## src/hw/wb_macros.svh

```systemverilog
// Write-back macros
`ifndef WB_MACROS_SVH
`define WB_MACROS_SVH

//////////////////////////////////////////////////
// Datapath sizing
//////////////////////////////////////////////////

// Integer data word width of the core
`define WB_XLEN 32

// Register index width for the integer register file
`define WB_RF_AW 5

// Number of architectural registers, derived from the index width
`define WB_RF_NREGS (1 << `WB_RF_AW)

`endif

```

## src/hw/wb_pipe_pkg.sv

```systemverilog
// Write-back pipeline types
`include "wb_macros.svh"

package wb_pipe_pkg;

  //////////////////////////////////////////////////
  // Pipeline fields
  //////////////////////////////////////////////////

  // Index into the integer register file
  typedef logic [`WB_RF_AW-1:0] rf_addr_t;

  // Where the write-back result comes from
  // EXE instructions may still be overridden by a pending pointer
  typedef enum logic [1:0] {
    SRC_EXE = 2'd0,
    SRC_LSU = 2'd1,
    SRC_XIF = 2'd2
  } wb_src_e;

  // Status returned by the MPU alongside load data
  typedef enum logic [1:0] {
    MPU_OK       = 2'd0,
    MPU_RE_FAULT = 2'd1,
    MPU_WR_FAULT = 2'd2
  } mpu_status_e;

  //////////////////////////////////////////////////
  // Configuration space
  //////////////////////////////////////////////////

  // Word addresses of the write-back control registers
  typedef enum logic [1:0] {
    CFG_HALT   = 2'd0,
    CFG_PTR    = 2'd1,
    CFG_EXC    = 2'd2,
    CFG_RETIRE = 2'd3
  } cfg_addr_e;

endpackage

```

## src/hw/wb_xif_pkg.sv

```systemverilog
// Coprocessor result types
`include "wb_macros.svh"

package wb_xif_pkg;

  //////////////////////////////////////////////////
  // Exception view of the result word
  //////////////////////////////////////////////////

  // Synchronous exception code reported by the coprocessor
  typedef logic [5:0] xif_ecode_t;

  // Code sits in the top bits, the low part of tval fills the rest
  typedef struct packed {
    xif_ecode_t                              code;
    logic [`WB_XLEN-$bits(xif_ecode_t)-1:0] tval_lo;
  } xif_exc_t;

  //////////////////////////////////////////////////
  // Result word
  //////////////////////////////////////////////////

  // One word with two readings
  // The exception flag that travels next to it picks the view
  typedef union packed {
    logic [`WB_XLEN-1:0] data;
    xif_exc_t            exc;
  } xif_result_u;

endpackage

```

## src/hw/ex_wb_pipe_reg.sv

```systemverilog
// EX/WB pipeline register
`timescale 1ns/1ps
`include "wb_macros.svh"

module ex_wb_pipe_reg (
  input  logic                   clk,
  input  logic                   rst_i,

  // Execute side
  input  logic                   ex_valid_i,
  input  wb_pipe_pkg::wb_src_e   ex_src_i,
  input  logic                   ex_rf_we_i,
  input  wb_pipe_pkg::rf_addr_t  ex_rf_waddr_i,
  input  logic [`WB_XLEN-1:0]    ex_wdata_i,
  input  logic                   ex_last_op_i,
  output logic                   ex_ready_o,

  // Write-back side
  input  logic                   wb_ready_i,
  output logic                   pipe_valid_o,
  output wb_pipe_pkg::wb_src_e   pipe_src_o,
  output logic                   pipe_rf_we_o,
  output wb_pipe_pkg::rf_addr_t  pipe_rf_waddr_o,
  output logic [`WB_XLEN-1:0]    pipe_wdata_o,
  output logic                   pipe_last_op_o
);

  logic transfer;

  // Room for a new instruction when empty or when the held one leaves this cycle
  assign ex_ready_o = !pipe_valid_o || wb_ready_i;
  assign transfer   = ex_valid_i && ex_ready_o;

  //////////////////////////////////////////////////
  // Occupancy flag
  //////////////////////////////////////////////////

  always_ff @(posedge clk) begin
    if (rst_i) begin
      pipe_valid_o <= 1'b0;
    end else if (transfer) begin
      pipe_valid_o <= 1'b1;
    end else if (wb_ready_i) begin
      // Held instruction retired and nothing replaced it
      pipe_valid_o <= 1'b0;
    end
  end

  //////////////////////////////////////////////////
  // Payload
  //////////////////////////////////////////////////

  // Fields only move on a transfer, so a stall keeps them
  always_ff @(posedge clk) begin
    if (transfer) begin
      pipe_src_o      <= ex_src_i;
      pipe_rf_we_o    <= ex_rf_we_i;
      pipe_rf_waddr_o <= ex_rf_waddr_i;
      pipe_wdata_o    <= ex_wdata_i;
      pipe_last_op_o  <= ex_last_op_i;
    end
  end

  // A stalled instruction must look the same to WB on the next cycle
  a_hold_stable : assert property (
    @(posedge clk) disable iff (rst_i)
    (pipe_valid_o && !wb_ready_i) |=>
      ($stable(pipe_src_o) && $stable(pipe_rf_we_o) && $stable(pipe_rf_waddr_o) &&
       $stable(pipe_wdata_o) && $stable(pipe_last_op_o) && pipe_valid_o)
  ) else $error("EX/WB contents changed while the stage was stalled");

endmodule

```

## src/hw/wb_stage.sv

```systemverilog
// Write-back stage
`timescale 1ns/1ps
`include "wb_macros.svh"

module wb_stage (
  // Clock and reset feed the assertions only
  input  logic                      clk,
  input  logic                      rst_i,

  // EX/WB pipeline
  input  logic                      pipe_valid_i,
  input  wb_pipe_pkg::wb_src_e      pipe_src_i,
  input  logic                      pipe_rf_we_i,
  input  wb_pipe_pkg::rf_addr_t     pipe_rf_waddr_i,
  input  logic [`WB_XLEN-1:0]       pipe_wdata_i,
  input  logic                      pipe_last_op_i,

  // LSU response
  input  logic                      lsu_valid_i,
  input  logic [`WB_XLEN-1:0]       lsu_rdata_i,
  input  wb_pipe_pkg::mpu_status_e  lsu_mpu_status_i,
  output logic                      lsu_valid_o,

  // Coprocessor result
  input  logic                      xif_result_valid_i,
  input  wb_xif_pkg::xif_result_u   xif_result_i,
  input  logic                      xif_result_exc_i,
  output logic                      xif_result_ready_o,

  // From the control registers
  input  logic                      halt_i,
  input  logic [`WB_XLEN-1:0]       ptr_value_i,
  input  logic                      ptr_valid_i,

  // Register file write port
  output logic                      rf_we_o,
  output wb_pipe_pkg::rf_addr_t     rf_waddr_o,
  output logic [`WB_XLEN-1:0]       rf_wdata_o,

  // Stage status
  output logic                      wb_ready_o,
  output logic                      wb_valid_o,
  output logic                      data_stall_o,
  output logic                      abort_op_o,
  output logic                      last_op_o,

  // Events for the control registers
  output logic                      xif_exc_take_o,
  output wb_xif_pkg::xif_ecode_t    xif_exc_code_o,
  output logic                      ptr_used_o
);

  logic instr_valid;
  logic is_exe;
  logic is_lsu;
  logic is_xif;
  logic lsu_waiting;
  logic lsu_fault;
  logic xif_waiting;
  logic xif_exception;

  // Halt freezes the instruction in place without dropping it
  assign instr_valid = pipe_valid_i && !halt_i;

  assign is_exe = (pipe_src_i == wb_pipe_pkg::SRC_EXE);
  assign is_lsu = (pipe_src_i == wb_pipe_pkg::SRC_LSU);
  assign is_xif = (pipe_src_i == wb_pipe_pkg::SRC_XIF);

  //////////////////////////////////////////////////
  // Response tracking
  //////////////////////////////////////////////////

  // A held load waits for its data beat
  assign lsu_waiting = pipe_valid_i && is_lsu && !lsu_valid_i;

  // MPU status only means something on the beat that carries it
  assign lsu_fault = instr_valid && is_lsu && lsu_valid_i &&
                     (lsu_mpu_status_i != wb_pipe_pkg::MPU_OK);

  // Coprocessor instructions sit here until their result shows up
  assign xif_waiting   = pipe_valid_i && is_xif && !xif_result_valid_i;
  assign xif_exception = instr_valid && is_xif && xif_result_valid_i && xif_result_exc_i;

  // Requests go out as soon as the instruction is held, even under halt
  assign lsu_valid_o        = pipe_valid_i && is_lsu;
  assign xif_result_ready_o = pipe_valid_i && is_xif;

  //////////////////////////////////////////////////
  // Register file write
  //////////////////////////////////////////////////

  // Faults and exceptions leave the destination untouched
  assign rf_we_o = pipe_rf_we_i && instr_valid && !lsu_waiting && !lsu_fault &&
                   !xif_waiting && !xif_exception;

  assign rf_waddr_o = pipe_rf_waddr_i;

  // Pending pointer value only replaces execute results
  assign rf_wdata_o = is_lsu      ? lsu_rdata_i       :
                      is_xif      ? xif_result_i.data :
                      ptr_valid_i ? ptr_value_i       :
                                    pipe_wdata_i;

  //////////////////////////////////////////////////
  // Stage handshake and status
  //////////////////////////////////////////////////

  // Nothing downstream, so only halt or an outstanding response holds WB
  assign wb_ready_o = !halt_i && !lsu_waiting && !xif_waiting;

  // Faulted loads and coprocessor exceptions still count as valid here
  assign wb_valid_o = ((!is_lsu && !xif_waiting) || (is_lsu && lsu_valid_i)) && instr_valid;

  assign data_stall_o = is_lsu && !lsu_valid_i && instr_valid;
  assign abort_op_o   = lsu_fault || xif_exception;
  assign last_op_o    = pipe_last_op_i && pipe_valid_i;

  // Exception cause rides in the result word when the flag is set
  assign xif_exc_take_o = xif_exception;
  assign xif_exc_code_o = xif_result_i.exc.code;

  // One execute retirement consumes the pointer
  assign ptr_used_o = wb_valid_o && is_exe && ptr_valid_i;

  // The LSU only answers a load that WB is holding
  a_lsu_resp : assert property (
    @(posedge clk) disable iff (rst_i)
    lsu_valid_i |-> lsu_valid_o
  ) else $error("LSU response arrived with no load in write-back");

  // The coprocessor only completes into a ready slot
  a_xif_resp : assert property (
    @(posedge clk) disable iff (rst_i)
    xif_result_valid_i |-> xif_result_ready_o
  ) else $error("Coprocessor result arrived while write-back was not ready");

endmodule

```

## src/hw/wb_ctrl_regs.sv

```systemverilog
// Write-back control registers
`timescale 1ns/1ps
`include "wb_macros.svh"

module wb_ctrl_regs (
  input  logic                    clk,
  input  logic                    rst_i,

  // Configuration strobe and read port
  input  logic                    cfg_we_i,
  input  wb_pipe_pkg::cfg_addr_e  cfg_addr_i,
  input  logic [`WB_XLEN-1:0]     cfg_wdata_i,
  output logic [`WB_XLEN-1:0]     cfg_rdata_o,

  // Events from the stage
  input  logic                    retire_i,
  input  logic                    xif_exc_take_i,
  input  wb_xif_pkg::xif_ecode_t  xif_exc_code_i,
  input  logic                    ptr_used_i,

  // Steering outputs
  output logic                    halt_o,
  output logic [`WB_XLEN-1:0]     ptr_value_o,
  output logic                    ptr_valid_o
);

  wb_xif_pkg::xif_ecode_t exc_code_q;
  logic [`WB_XLEN-1:0]    retire_cnt_q;

  //////////////////////////////////////////////////
  // Control and status state
  //////////////////////////////////////////////////

  always_ff @(posedge clk) begin
    if (rst_i) begin
      halt_o       <= 1'b0;
      ptr_valid_o  <= 1'b0;
      exc_code_q   <= '0;
      retire_cnt_q <= '0;
    end else begin
      // Consumption first, so a same-cycle pointer write wins
      if (ptr_used_i) begin
        ptr_valid_o <= 1'b0;
      end
      if (xif_exc_take_i) begin
        exc_code_q <= xif_exc_code_i;
      end
      if (retire_i) begin
        retire_cnt_q <= retire_cnt_q + 1'b1;
      end
      if (cfg_we_i) begin
        case (cfg_addr_i)
          wb_pipe_pkg::CFG_HALT:   halt_o <= cfg_wdata_i[0];
          wb_pipe_pkg::CFG_PTR:    ptr_valid_o <= 1'b1;
          // Any write clears the recorded cause
          wb_pipe_pkg::CFG_EXC:    exc_code_q <= '0;
          wb_pipe_pkg::CFG_RETIRE: retire_cnt_q <= '0;
          default: ;
        endcase
      end
    end
  end

  // Pointer value loads only on a write to its own address
  always_ff @(posedge clk) begin
    if (cfg_we_i && (cfg_addr_i == wb_pipe_pkg::CFG_PTR)) begin
      ptr_value_o <= cfg_wdata_i;
    end
  end

  //////////////////////////////////////////////////
  // Read mux
  //////////////////////////////////////////////////

  always_comb begin
    cfg_rdata_o = '0;
    case (cfg_addr_i)
      wb_pipe_pkg::CFG_HALT:   cfg_rdata_o[0] = halt_o;
      wb_pipe_pkg::CFG_PTR:    cfg_rdata_o = ptr_value_o;
      wb_pipe_pkg::CFG_EXC:    cfg_rdata_o[$bits(exc_code_q)-1:0] = exc_code_q;
      wb_pipe_pkg::CFG_RETIRE: cfg_rdata_o = retire_cnt_q;
      default: ;
    endcase
  end

endmodule

```

## src/hw/regfile.sv

```systemverilog
// Integer register file
`timescale 1ns/1ps
`include "wb_macros.svh"

module regfile (
  input  logic                   clk,
  input  logic                   rst_i,

  // Write port from write-back
  input  logic                   we_i,
  input  wb_pipe_pkg::rf_addr_t  waddr_i,
  input  logic [`WB_XLEN-1:0]    wdata_i,

  // Combinational read port
  input  wb_pipe_pkg::rf_addr_t  raddr_i,
  output logic [`WB_XLEN-1:0]    rdata_o
);

  logic [`WB_XLEN-1:0] rf_q [`WB_RF_NREGS];

  //////////////////////////////////////////////////
  // Storage
  //////////////////////////////////////////////////

  always_ff @(posedge clk) begin
    if (rst_i) begin
      for (int i = 0; i < `WB_RF_NREGS; i++) begin
        rf_q[i] <= '0;
      end
    end else if (we_i && (waddr_i != '0)) begin
      // x0 is never written
      rf_q[waddr_i] <= wdata_i;
    end
  end

  // x0 reads as zero regardless of the array
  assign rdata_o = (raddr_i == '0) ? '0 : rf_q[raddr_i];

endmodule

```

## src/hw/wb_top.sv

```systemverilog
// Write-back top level
`timescale 1ns/1ps
`include "wb_macros.svh"

module wb_top (
  input  logic                      clk,
  input  logic                      rst_i,

  // Issue from execute
  input  logic                      ex_valid_i,
  input  wb_pipe_pkg::wb_src_e      ex_src_i,
  input  logic                      ex_rf_we_i,
  input  wb_pipe_pkg::rf_addr_t     ex_rf_waddr_i,
  input  logic [`WB_XLEN-1:0]       ex_wdata_i,
  input  logic                      ex_last_op_i,
  output logic                      ex_ready_o,

  // LSU link
  output logic                      lsu_valid_o,
  input  logic                      lsu_valid_i,
  input  logic [`WB_XLEN-1:0]       lsu_rdata_i,
  input  wb_pipe_pkg::mpu_status_e  lsu_mpu_status_i,

  // Coprocessor link
  output logic                      xif_result_ready_o,
  input  logic                      xif_result_valid_i,
  input  wb_xif_pkg::xif_result_u   xif_result_i,
  input  logic                      xif_result_exc_i,

  // Configuration link
  input  logic                      cfg_we_i,
  input  wb_pipe_pkg::cfg_addr_e    cfg_addr_i,
  input  logic [`WB_XLEN-1:0]       cfg_wdata_i,
  output logic [`WB_XLEN-1:0]       cfg_rdata_o,

  // Debug read of the register file
  input  wb_pipe_pkg::rf_addr_t     rf_raddr_i,
  output logic [`WB_XLEN-1:0]       rf_rdata_o,

  // Stage status
  output logic                      wb_valid_o,
  output logic                      data_stall_o,
  output logic                      abort_op_o,
  output logic                      last_op_o
);

  //////////////////////////////////////////////////
  // Internal wires
  //////////////////////////////////////////////////

  logic                   pipe_valid;
  wb_pipe_pkg::wb_src_e   pipe_src;
  logic                   pipe_rf_we;
  wb_pipe_pkg::rf_addr_t  pipe_rf_waddr;
  logic [`WB_XLEN-1:0]    pipe_wdata;
  logic                   pipe_last_op;
  logic                   wb_ready;
  logic                   rf_we;
  wb_pipe_pkg::rf_addr_t  rf_waddr;
  logic [`WB_XLEN-1:0]    rf_wdata;
  logic                   xif_exc_take;
  wb_xif_pkg::xif_ecode_t xif_exc_code;
  logic                   ptr_used;
  logic                   halt;
  logic [`WB_XLEN-1:0]    ptr_value;
  logic                   ptr_valid;

  ex_wb_pipe_reg u_pipe_reg (
    .clk             (clk),
    .rst_i           (rst_i),
    .ex_valid_i      (ex_valid_i),
    .ex_src_i        (ex_src_i),
    .ex_rf_we_i      (ex_rf_we_i),
    .ex_rf_waddr_i   (ex_rf_waddr_i),
    .ex_wdata_i      (ex_wdata_i),
    .ex_last_op_i    (ex_last_op_i),
    .ex_ready_o      (ex_ready_o),
    .wb_ready_i      (wb_ready),
    .pipe_valid_o    (pipe_valid),
    .pipe_src_o      (pipe_src),
    .pipe_rf_we_o    (pipe_rf_we),
    .pipe_rf_waddr_o (pipe_rf_waddr),
    .pipe_wdata_o    (pipe_wdata),
    .pipe_last_op_o  (pipe_last_op)
  );

  // Every valid write-back counts as a retirement
  wb_stage u_wb_stage (
    .clk                (clk),
    .rst_i              (rst_i),
    .pipe_valid_i       (pipe_valid),
    .pipe_src_i         (pipe_src),
    .pipe_rf_we_i       (pipe_rf_we),
    .pipe_rf_waddr_i    (pipe_rf_waddr),
    .pipe_wdata_i       (pipe_wdata),
    .pipe_last_op_i     (pipe_last_op),
    .lsu_valid_i        (lsu_valid_i),
    .lsu_rdata_i        (lsu_rdata_i),
    .lsu_mpu_status_i   (lsu_mpu_status_i),
    .lsu_valid_o        (lsu_valid_o),
    .xif_result_valid_i (xif_result_valid_i),
    .xif_result_i       (xif_result_i),
    .xif_result_exc_i   (xif_result_exc_i),
    .xif_result_ready_o (xif_result_ready_o),
    .halt_i             (halt),
    .ptr_value_i        (ptr_value),
    .ptr_valid_i        (ptr_valid),
    .rf_we_o            (rf_we),
    .rf_waddr_o         (rf_waddr),
    .rf_wdata_o         (rf_wdata),
    .wb_ready_o         (wb_ready),
    .wb_valid_o         (wb_valid_o),
    .data_stall_o       (data_stall_o),
    .abort_op_o         (abort_op_o),
    .last_op_o          (last_op_o),
    .xif_exc_take_o     (xif_exc_take),
    .xif_exc_code_o     (xif_exc_code),
    .ptr_used_o         (ptr_used)
  );

  wb_ctrl_regs u_ctrl_regs (
    .clk            (clk),
    .rst_i          (rst_i),
    .cfg_we_i       (cfg_we_i),
    .cfg_addr_i     (cfg_addr_i),
    .cfg_wdata_i    (cfg_wdata_i),
    .cfg_rdata_o    (cfg_rdata_o),
    .retire_i       (wb_valid_o),
    .xif_exc_take_i (xif_exc_take),
    .xif_exc_code_i (xif_exc_code),
    .ptr_used_i     (ptr_used),
    .halt_o         (halt),
    .ptr_value_o    (ptr_value),
    .ptr_valid_o    (ptr_valid)
  );

  regfile u_regfile (
    .clk     (clk),
    .rst_i   (rst_i),
    .we_i    (rf_we),
    .waddr_i (rf_waddr),
    .wdata_i (rf_wdata),
    .raddr_i (rf_raddr_i),
    .rdata_o (rf_rdata_o)
  );

endmodule

```

## config.mk

```make
export PLATFORM = sky130hd
export DESIGN_NAME = wb_top
export DESIGN_NICKNAME = d
export VERILOG_FILES = /design/src/hw/wb_pipe_pkg.sv /design/src/hw/wb_xif_pkg.sv /design/src/hw/ex_wb_pipe_reg.sv /design/src/hw/wb_stage.sv /design/src/hw/wb_ctrl_regs.sv /design/src/hw/regfile.sv /design/src/hw/wb_top.sv
export VERILOG_INCLUDE_DIRS = /design/src /design/src/hw
export SDC_FILE = /design/constraint.sdc
export NUM_CORES = 2
export LEC_CHECK = 0
export BUFFER_PORTS_ARGS = -buffer_cell sky130_fd_sc_hd__buf_2
export CORE_ASPECT_RATIO = 1.1
export CORE_UTILIZATION = 45
export DETAILED_ROUTE_END_ITERATION = 10
export GPL_ROUTABILITY_DRIVEN = 0
export SLEW_MARGIN = 15
export SYNTH_ARGS = -nofsm -noshare
export SYNTH_HDL_FRONTEND = slang
export SYNTH_SLANG_ARGS = --single-unit
```

## constraint.sdc

```tcl
create_clock -name clk -period 8.9 [get_ports clk]
set_input_delay 0.445 -clock clk [delete_from_list [all_inputs] [get_ports clk]]
set_output_delay 0.445 -clock clk [all_outputs]
set_load 0.005 [all_outputs]
```

# [Word-level counts from Yosys, hierarchy flattened]
# Memories as Yosys holds them, arrays and structs flattened.
# Cells that the tools add are included.
[totals] regBits=114 ram_bits=1024 out_inout_bits=71 elab_cells=93 mem_count=1
[op_classes] addsub=1 eq_ne=5 n_mux=26 n_reduce_logical=49
[mem_list] name="u_regfile.rf_q" depth=32 width=32 rd=1 rd_clocked_by_memory_dff=0 write_ports=32 line="regfile.sv:19" rtl="logic [`WB_XLEN-1:0] rf_q [`WB_RF_NREGS];"
[op_table] cell="2-to-1 mux 32 bit" count=8
[op_table] cell="one-hot mux 26 bit (2 select lines)" count=1
[op_table] cell="adder 32 x 1 -> 32 bit (second input constant)" count=1
[op_table] cell="OR reduction 32 bit" count=1
[op_table] cell="logical AND 1 bit" count=29
[op_table] cell="2-to-1 mux 6 bit" count=3
[op_table] cell="one-hot mux 5 bit (3 select lines)" count=1
[op_table] cell="2-to-1 mux 1 bit" count=11
[op_table] cell="zero test 1 bit" count=9
[op_table] cell="== test 2 bit (second input constant)" count=3
[op_table] cell="zero test 5 bit" count=1
[op_table] cell="2-to-1 mux 5 bit" count=1
[op_table] cell="nonzero test 5 bit" count=1
[op_table] cell="== test 2 x 1 -> 1 bit (second input constant)" count=2
[op_table] cell="zero test 2 bit" count=2
[op_table] cell="one-hot mux 1 bit (4 select lines)" count=1
[op_table] cell="nonzero test 2 bit" count=2
[op_table] cell="logical OR 1 bit" count=3
[op_table] cell="AND reduction 2 bit" count=1

# [Depth between registers and ports, before layout]
[logic_depth] ltp_word=15 ltp_mapped=9 mapped_depth_nobuf=6

# [Cells and area by module]
# A second synthesis with hierarchy kept.
[unflattened] hier_cells=3533 area_unflattened_um2=52698.0
[modules_own_cells] module="regfile" instances=1 cells_per_inst=2951 area_each_um2=46425.8 seq_area_each_um2=30749.5
[modules_own_cells] module="wb_ctrl_regs" instances=1 cells_per_inst=324 area_each_um2=3360.7 seq_area_each_um2=1761.7
[modules_own_cells] module="wb_stage" instances=1 cells_per_inst=212 area_each_um2=1625.3 seq_area_each_um2=0.0
[modules_own_cells] module="ex_wb_pipe_reg" instances=1 cells_per_inst=46 area_each_um2=1286.2 seq_area_each_um2=1251.2

# [Least setup slack after synthesis]
# No wires, ideal clock.
[synth_timing] kind="flip-flop to flip-flop" from="register u_pipe_reg.pipe_src_o[0]" to="memory u_regfile.rf_q[18][0] (netlist name) (enable)" setup_time_ps=394 t_arrival_ps=2432 required_ps=8506 path_slack_ps=6074 stages_incl_launch_ff=9 n_path_buf=3 period_less_slack_ps=2826 path_cell_list="edfxtp_1 buf_2 nor3b_1 nor3_4 and4_4 buf_6 buf_6 nand3_4 nand2b_1"
[synth_lines] item="from (decl)" line="ex_wb_pipe_reg.sv:21" rtl="output wb_pipe_pkg::wb_src_e pipe_src_o,"
[synth_lines] item="from (signal assigned)" line="ex_wb_pipe_reg.sv:56" rtl="pipe_src_o <= ex_src_i;"
[synth_lines] item="to (decl)" line="regfile.sv:19"

==> impl_metrics.toml <==
[detailed_routing]
routed_wl_mm = 144.6
top_layer = "met4"
drt-wirelength-per-cell_um = 27.61
route.met3.wl_mm = 10.60
drt-pass1-iter-count = 5
wl_met1_mm = 58.95
avgViaCountPerCell = 5.704
via_count = 29880
wl_met2_mm = 70.08
ant_nets = 0
drc = 0
drt_iter0_drc = 3376

[hold_path]
hp-class = "input pin to register"
min_delay_path_depth = 3

[synthesis]
ys_async_sr_fraction_pct = 0
yosysMostFrequentCell = "edfxtp_1"
avgSynthCellArea_um2 = 14.82
syn_inst = 3452
netlist-cell-type-count = 52
synth_ff_type = "edfxtp_1"
yosysTopAreaCell = "edfxtp_1"
synth_common_cells = "edfxtp_1 (1097), nor2_1 (1022), mux4_2 (257)"
synth_top_area_share_pct = 64.41
yosysWarnings = 0
synth-seq-area-share_pct = 66.02
syn-cell-area_um2 = 51140
synth_area_leaders = "edfxtp_1 (64%), mux4_2 (11%), nor2_1 (7.5%)"
ys_ff_latch = 1138
synth_edf_count = 1097

[grt]
grt_overflow = 0
grt_max_degree = 126
grt_pass1_wl_mm = 205.8
antenna_found_initial = 8
first_global_vias = 29470
grt_usage_pct = 25.14

[worst_setup_path]
path_depth = 7
path_buf_inv = 2
cp_top_family = "simple AND/OR/NAND/NOR gates"
crit_path_end_kind = "register"
worstPathRequired_ns = 9.24
worst-r2r-cell-count = 7
slowest_stage = "nand2b_2"
path_max_fanout = 58
crit_chain = "buf_4 > nor3b_1 > nor3_4 > and4_4 > buf_4 > nand3_4 > nand2b_2"
crit_arrival_ns = 5.85
crit_top_cell = "buf_4"
critPathMaxStageDelay_ns = 0.91
worstSetupStartpointType = "register"
crit_type = "register to register"

[power]
ir_drop_v = 0.0001609
powerDensity_nw_per_um2 = 214.2
p_leak_nw = 20.49

[die]
fp.dieArea_um2 = 115000
die_w_um = 323.4
core_um2 = 112500
row_count = 129
start_util_pct = 45.46
die-height_um = 355.6
ioPinCount = 224

[cts]
cts_sinks = 1138
cts.clk_slew.worst_paths_ns = 0.07
cts_hold_buf = 78
cts_tree = "yes"
cts_buffers = 112
ctsLongestPathBuffers = 3
cts_setup_buffers = 0
clkLatencyLatePin_ns = 0.72
cts_resized = 0
htree_levels = 3
root_buffer = "clkbuf_16"

[timing]
tns_ns = 0
finalSetupViolations = 0
fin_crit_ns = 5.510
finalHoldViolCount = 0
clock_skew_ns = 0.03215
worst_slew_pin_slew_ns = 1.247
post-route-period-util_pct = 61.91
max_freq_ghz = 0.1815
rsz0062_at_grt = "false"
slew_headroom_pct = 16.01
final-max-slew-violation-count = 0

[flow_run]
max_cap_violations = 0

[cells_and_area]
fin_util_pct = 51.38
fin_nets = 3786
syn2layout_area_growth_pct = 13.02
drive_above_1_share_pct = 25.92

[status]
status = "complete, no violations"

[placement]
numPortBuffers = 223
dp_hpwl_mm = 87.01
-- where the power goes --
group	internal (mW)	leakage [nW]	total, mW	switching (mW)
Clock	2.90	1.86	5.00	2.10
Sequential	6.08	11.4	6.15	0.0753
Combinational	0.399	7.26	1.23	0.835
-- flip-flops by register name, indices dropped and copies added, names as in the netlist --
name / cells
u_pipe_reg.pipe_last_op_o: 1
u_ctrl_regs.ptr_value_o: 32
u_pipe_reg.pipe_valid_o: 1
u_ctrl_regs.halt_o: 1
u_pipe_reg.pipe_src_o: 2
u_ctrl_regs.exc_code_q: 6
u_ctrl_regs.retire_cnt_q: 32
u_ctrl_regs.ptr_valid_o: 1
u_regfile.rf_q: 1024
u_pipe_reg.pipe_wdata_o: 32
u_pipe_reg.pipe_rf_we_o: 1
u_pipe_reg.pipe_rf_waddr_o: 5
-- cell usage in the layout, fill, tap and decap left out, drive strengths merged, types with 7 or more instances in the layout --
master,n
edfxtp,1097
nor2,1083
buf,286
mux4,257
clkbuf,139
mux2i,127
mux2,81
dlygate4sd3,78
nand2,60
o21ai,52
a21oi,48
clkinv,43
dfxtp,41
nand3,36
nand2b,35
conb,32
nor2b,28
a221oi,24
xor2,24
a211oi,23
nand4,21
bufinv,18
a211o,16
clkinvlp,9
a22oi,8
inv,8
nor3b,7
a2111oi,7
-- through the flow --
| step | setup WS [ns] | std cells | hold slack (ns) | total power, mW | area (um2) |
|---|---|---|---|---|---|
| final | 3.390 | 5238 | 0.04007 | 12.38 | 57800 |
| after global routing | 3.060 | 5236 | 0.06144 | 12.68 | 57800 |
| after CTS | 3.338 | 5236 | 0.005219 | 12.43 | 57800 |
| after detailed placement | 3.338 | 4946 | 0.4920 | 7.464 | 53160 |
| after global placement | 3.483 | 4946 | 0.4784 | 7.453 | 53160 |
| after floorplan | 6.074 | 3483 | 0.4569 | 6.885 | 51260 |
-- kinds of logic (layout without fill, tap and decap cells) --
family / Yosys count / count (layout) / share of synthesized area (%)
buf+inv: 334 / 581 / 4.183
flops: 1138 / 1138 / 66.02
compound gates: 183 / 183 / 2.314
xor+xnor: 26 / 26 / 0.4453
simple gates: 1304 / 1304 / 11.42
other cells: 1 / 34 / 0.007332
fa+ha+maj: 1 / 1 / 0.02446
mux: 465 / 465 / 15.59
-- tightest hold or removal path: stages --
cell and delay, ns:
buf_2 0.11, mux2i_1 0.06, nor2_1 0.09
-- routing by layer --
| layer | GRT usage, % | up-vias |
|---|---|---|
| met5 | 0 | - |
| met4 | 9.081 | 0 |
| met3 | 3.410 | 179 |
| met2 | 41.19 | 1302 |
| met1 | 34.37 | 15330 |
| li1 | - | 13070 |
-- path summary, 6_finish.rpt --
path / from / endpoint / slack, ns
min reg2reg: u_ctrl_regs.exc_code_q[1]$_SDFF_PP0_ / u_ctrl_regs.exc_code_q[1]$_SDFF_PP0_ / 0.50
min: xif_result_i[31] / u_ctrl_regs.exc_code_q[5]$_SDFF_PP0_ / 0.04
max reg2reg: u_pipe_reg.pipe_src_o[0]$_DFFE_PP_ / u_regfile.rf_q[27][8]$_SDFFCE_PN0P_ / 3.39
max: u_pipe_reg.pipe_src_o[0]$_DFFE_PP_ / u_regfile.rf_q[27][8]$_SDFFCE_PN0P_ / 3.39
-- area by class of cell --
cell class / instances / area (um2)
Clock buffer: 139 / 2965
Timing Repair Buffer: 364 / 2452
Inverter: 5 / 18.77
Sequential cell: 1138 / 33760
Multi-Input combinational cell: 2011 / 15830
Fill cell: 9319 / 54700
Clock inverter: 73 / 884.6
Tap cell: 1506 / 1884
Antenna cell: 2 / 5.005
Power figures use the tool's default switching activity.
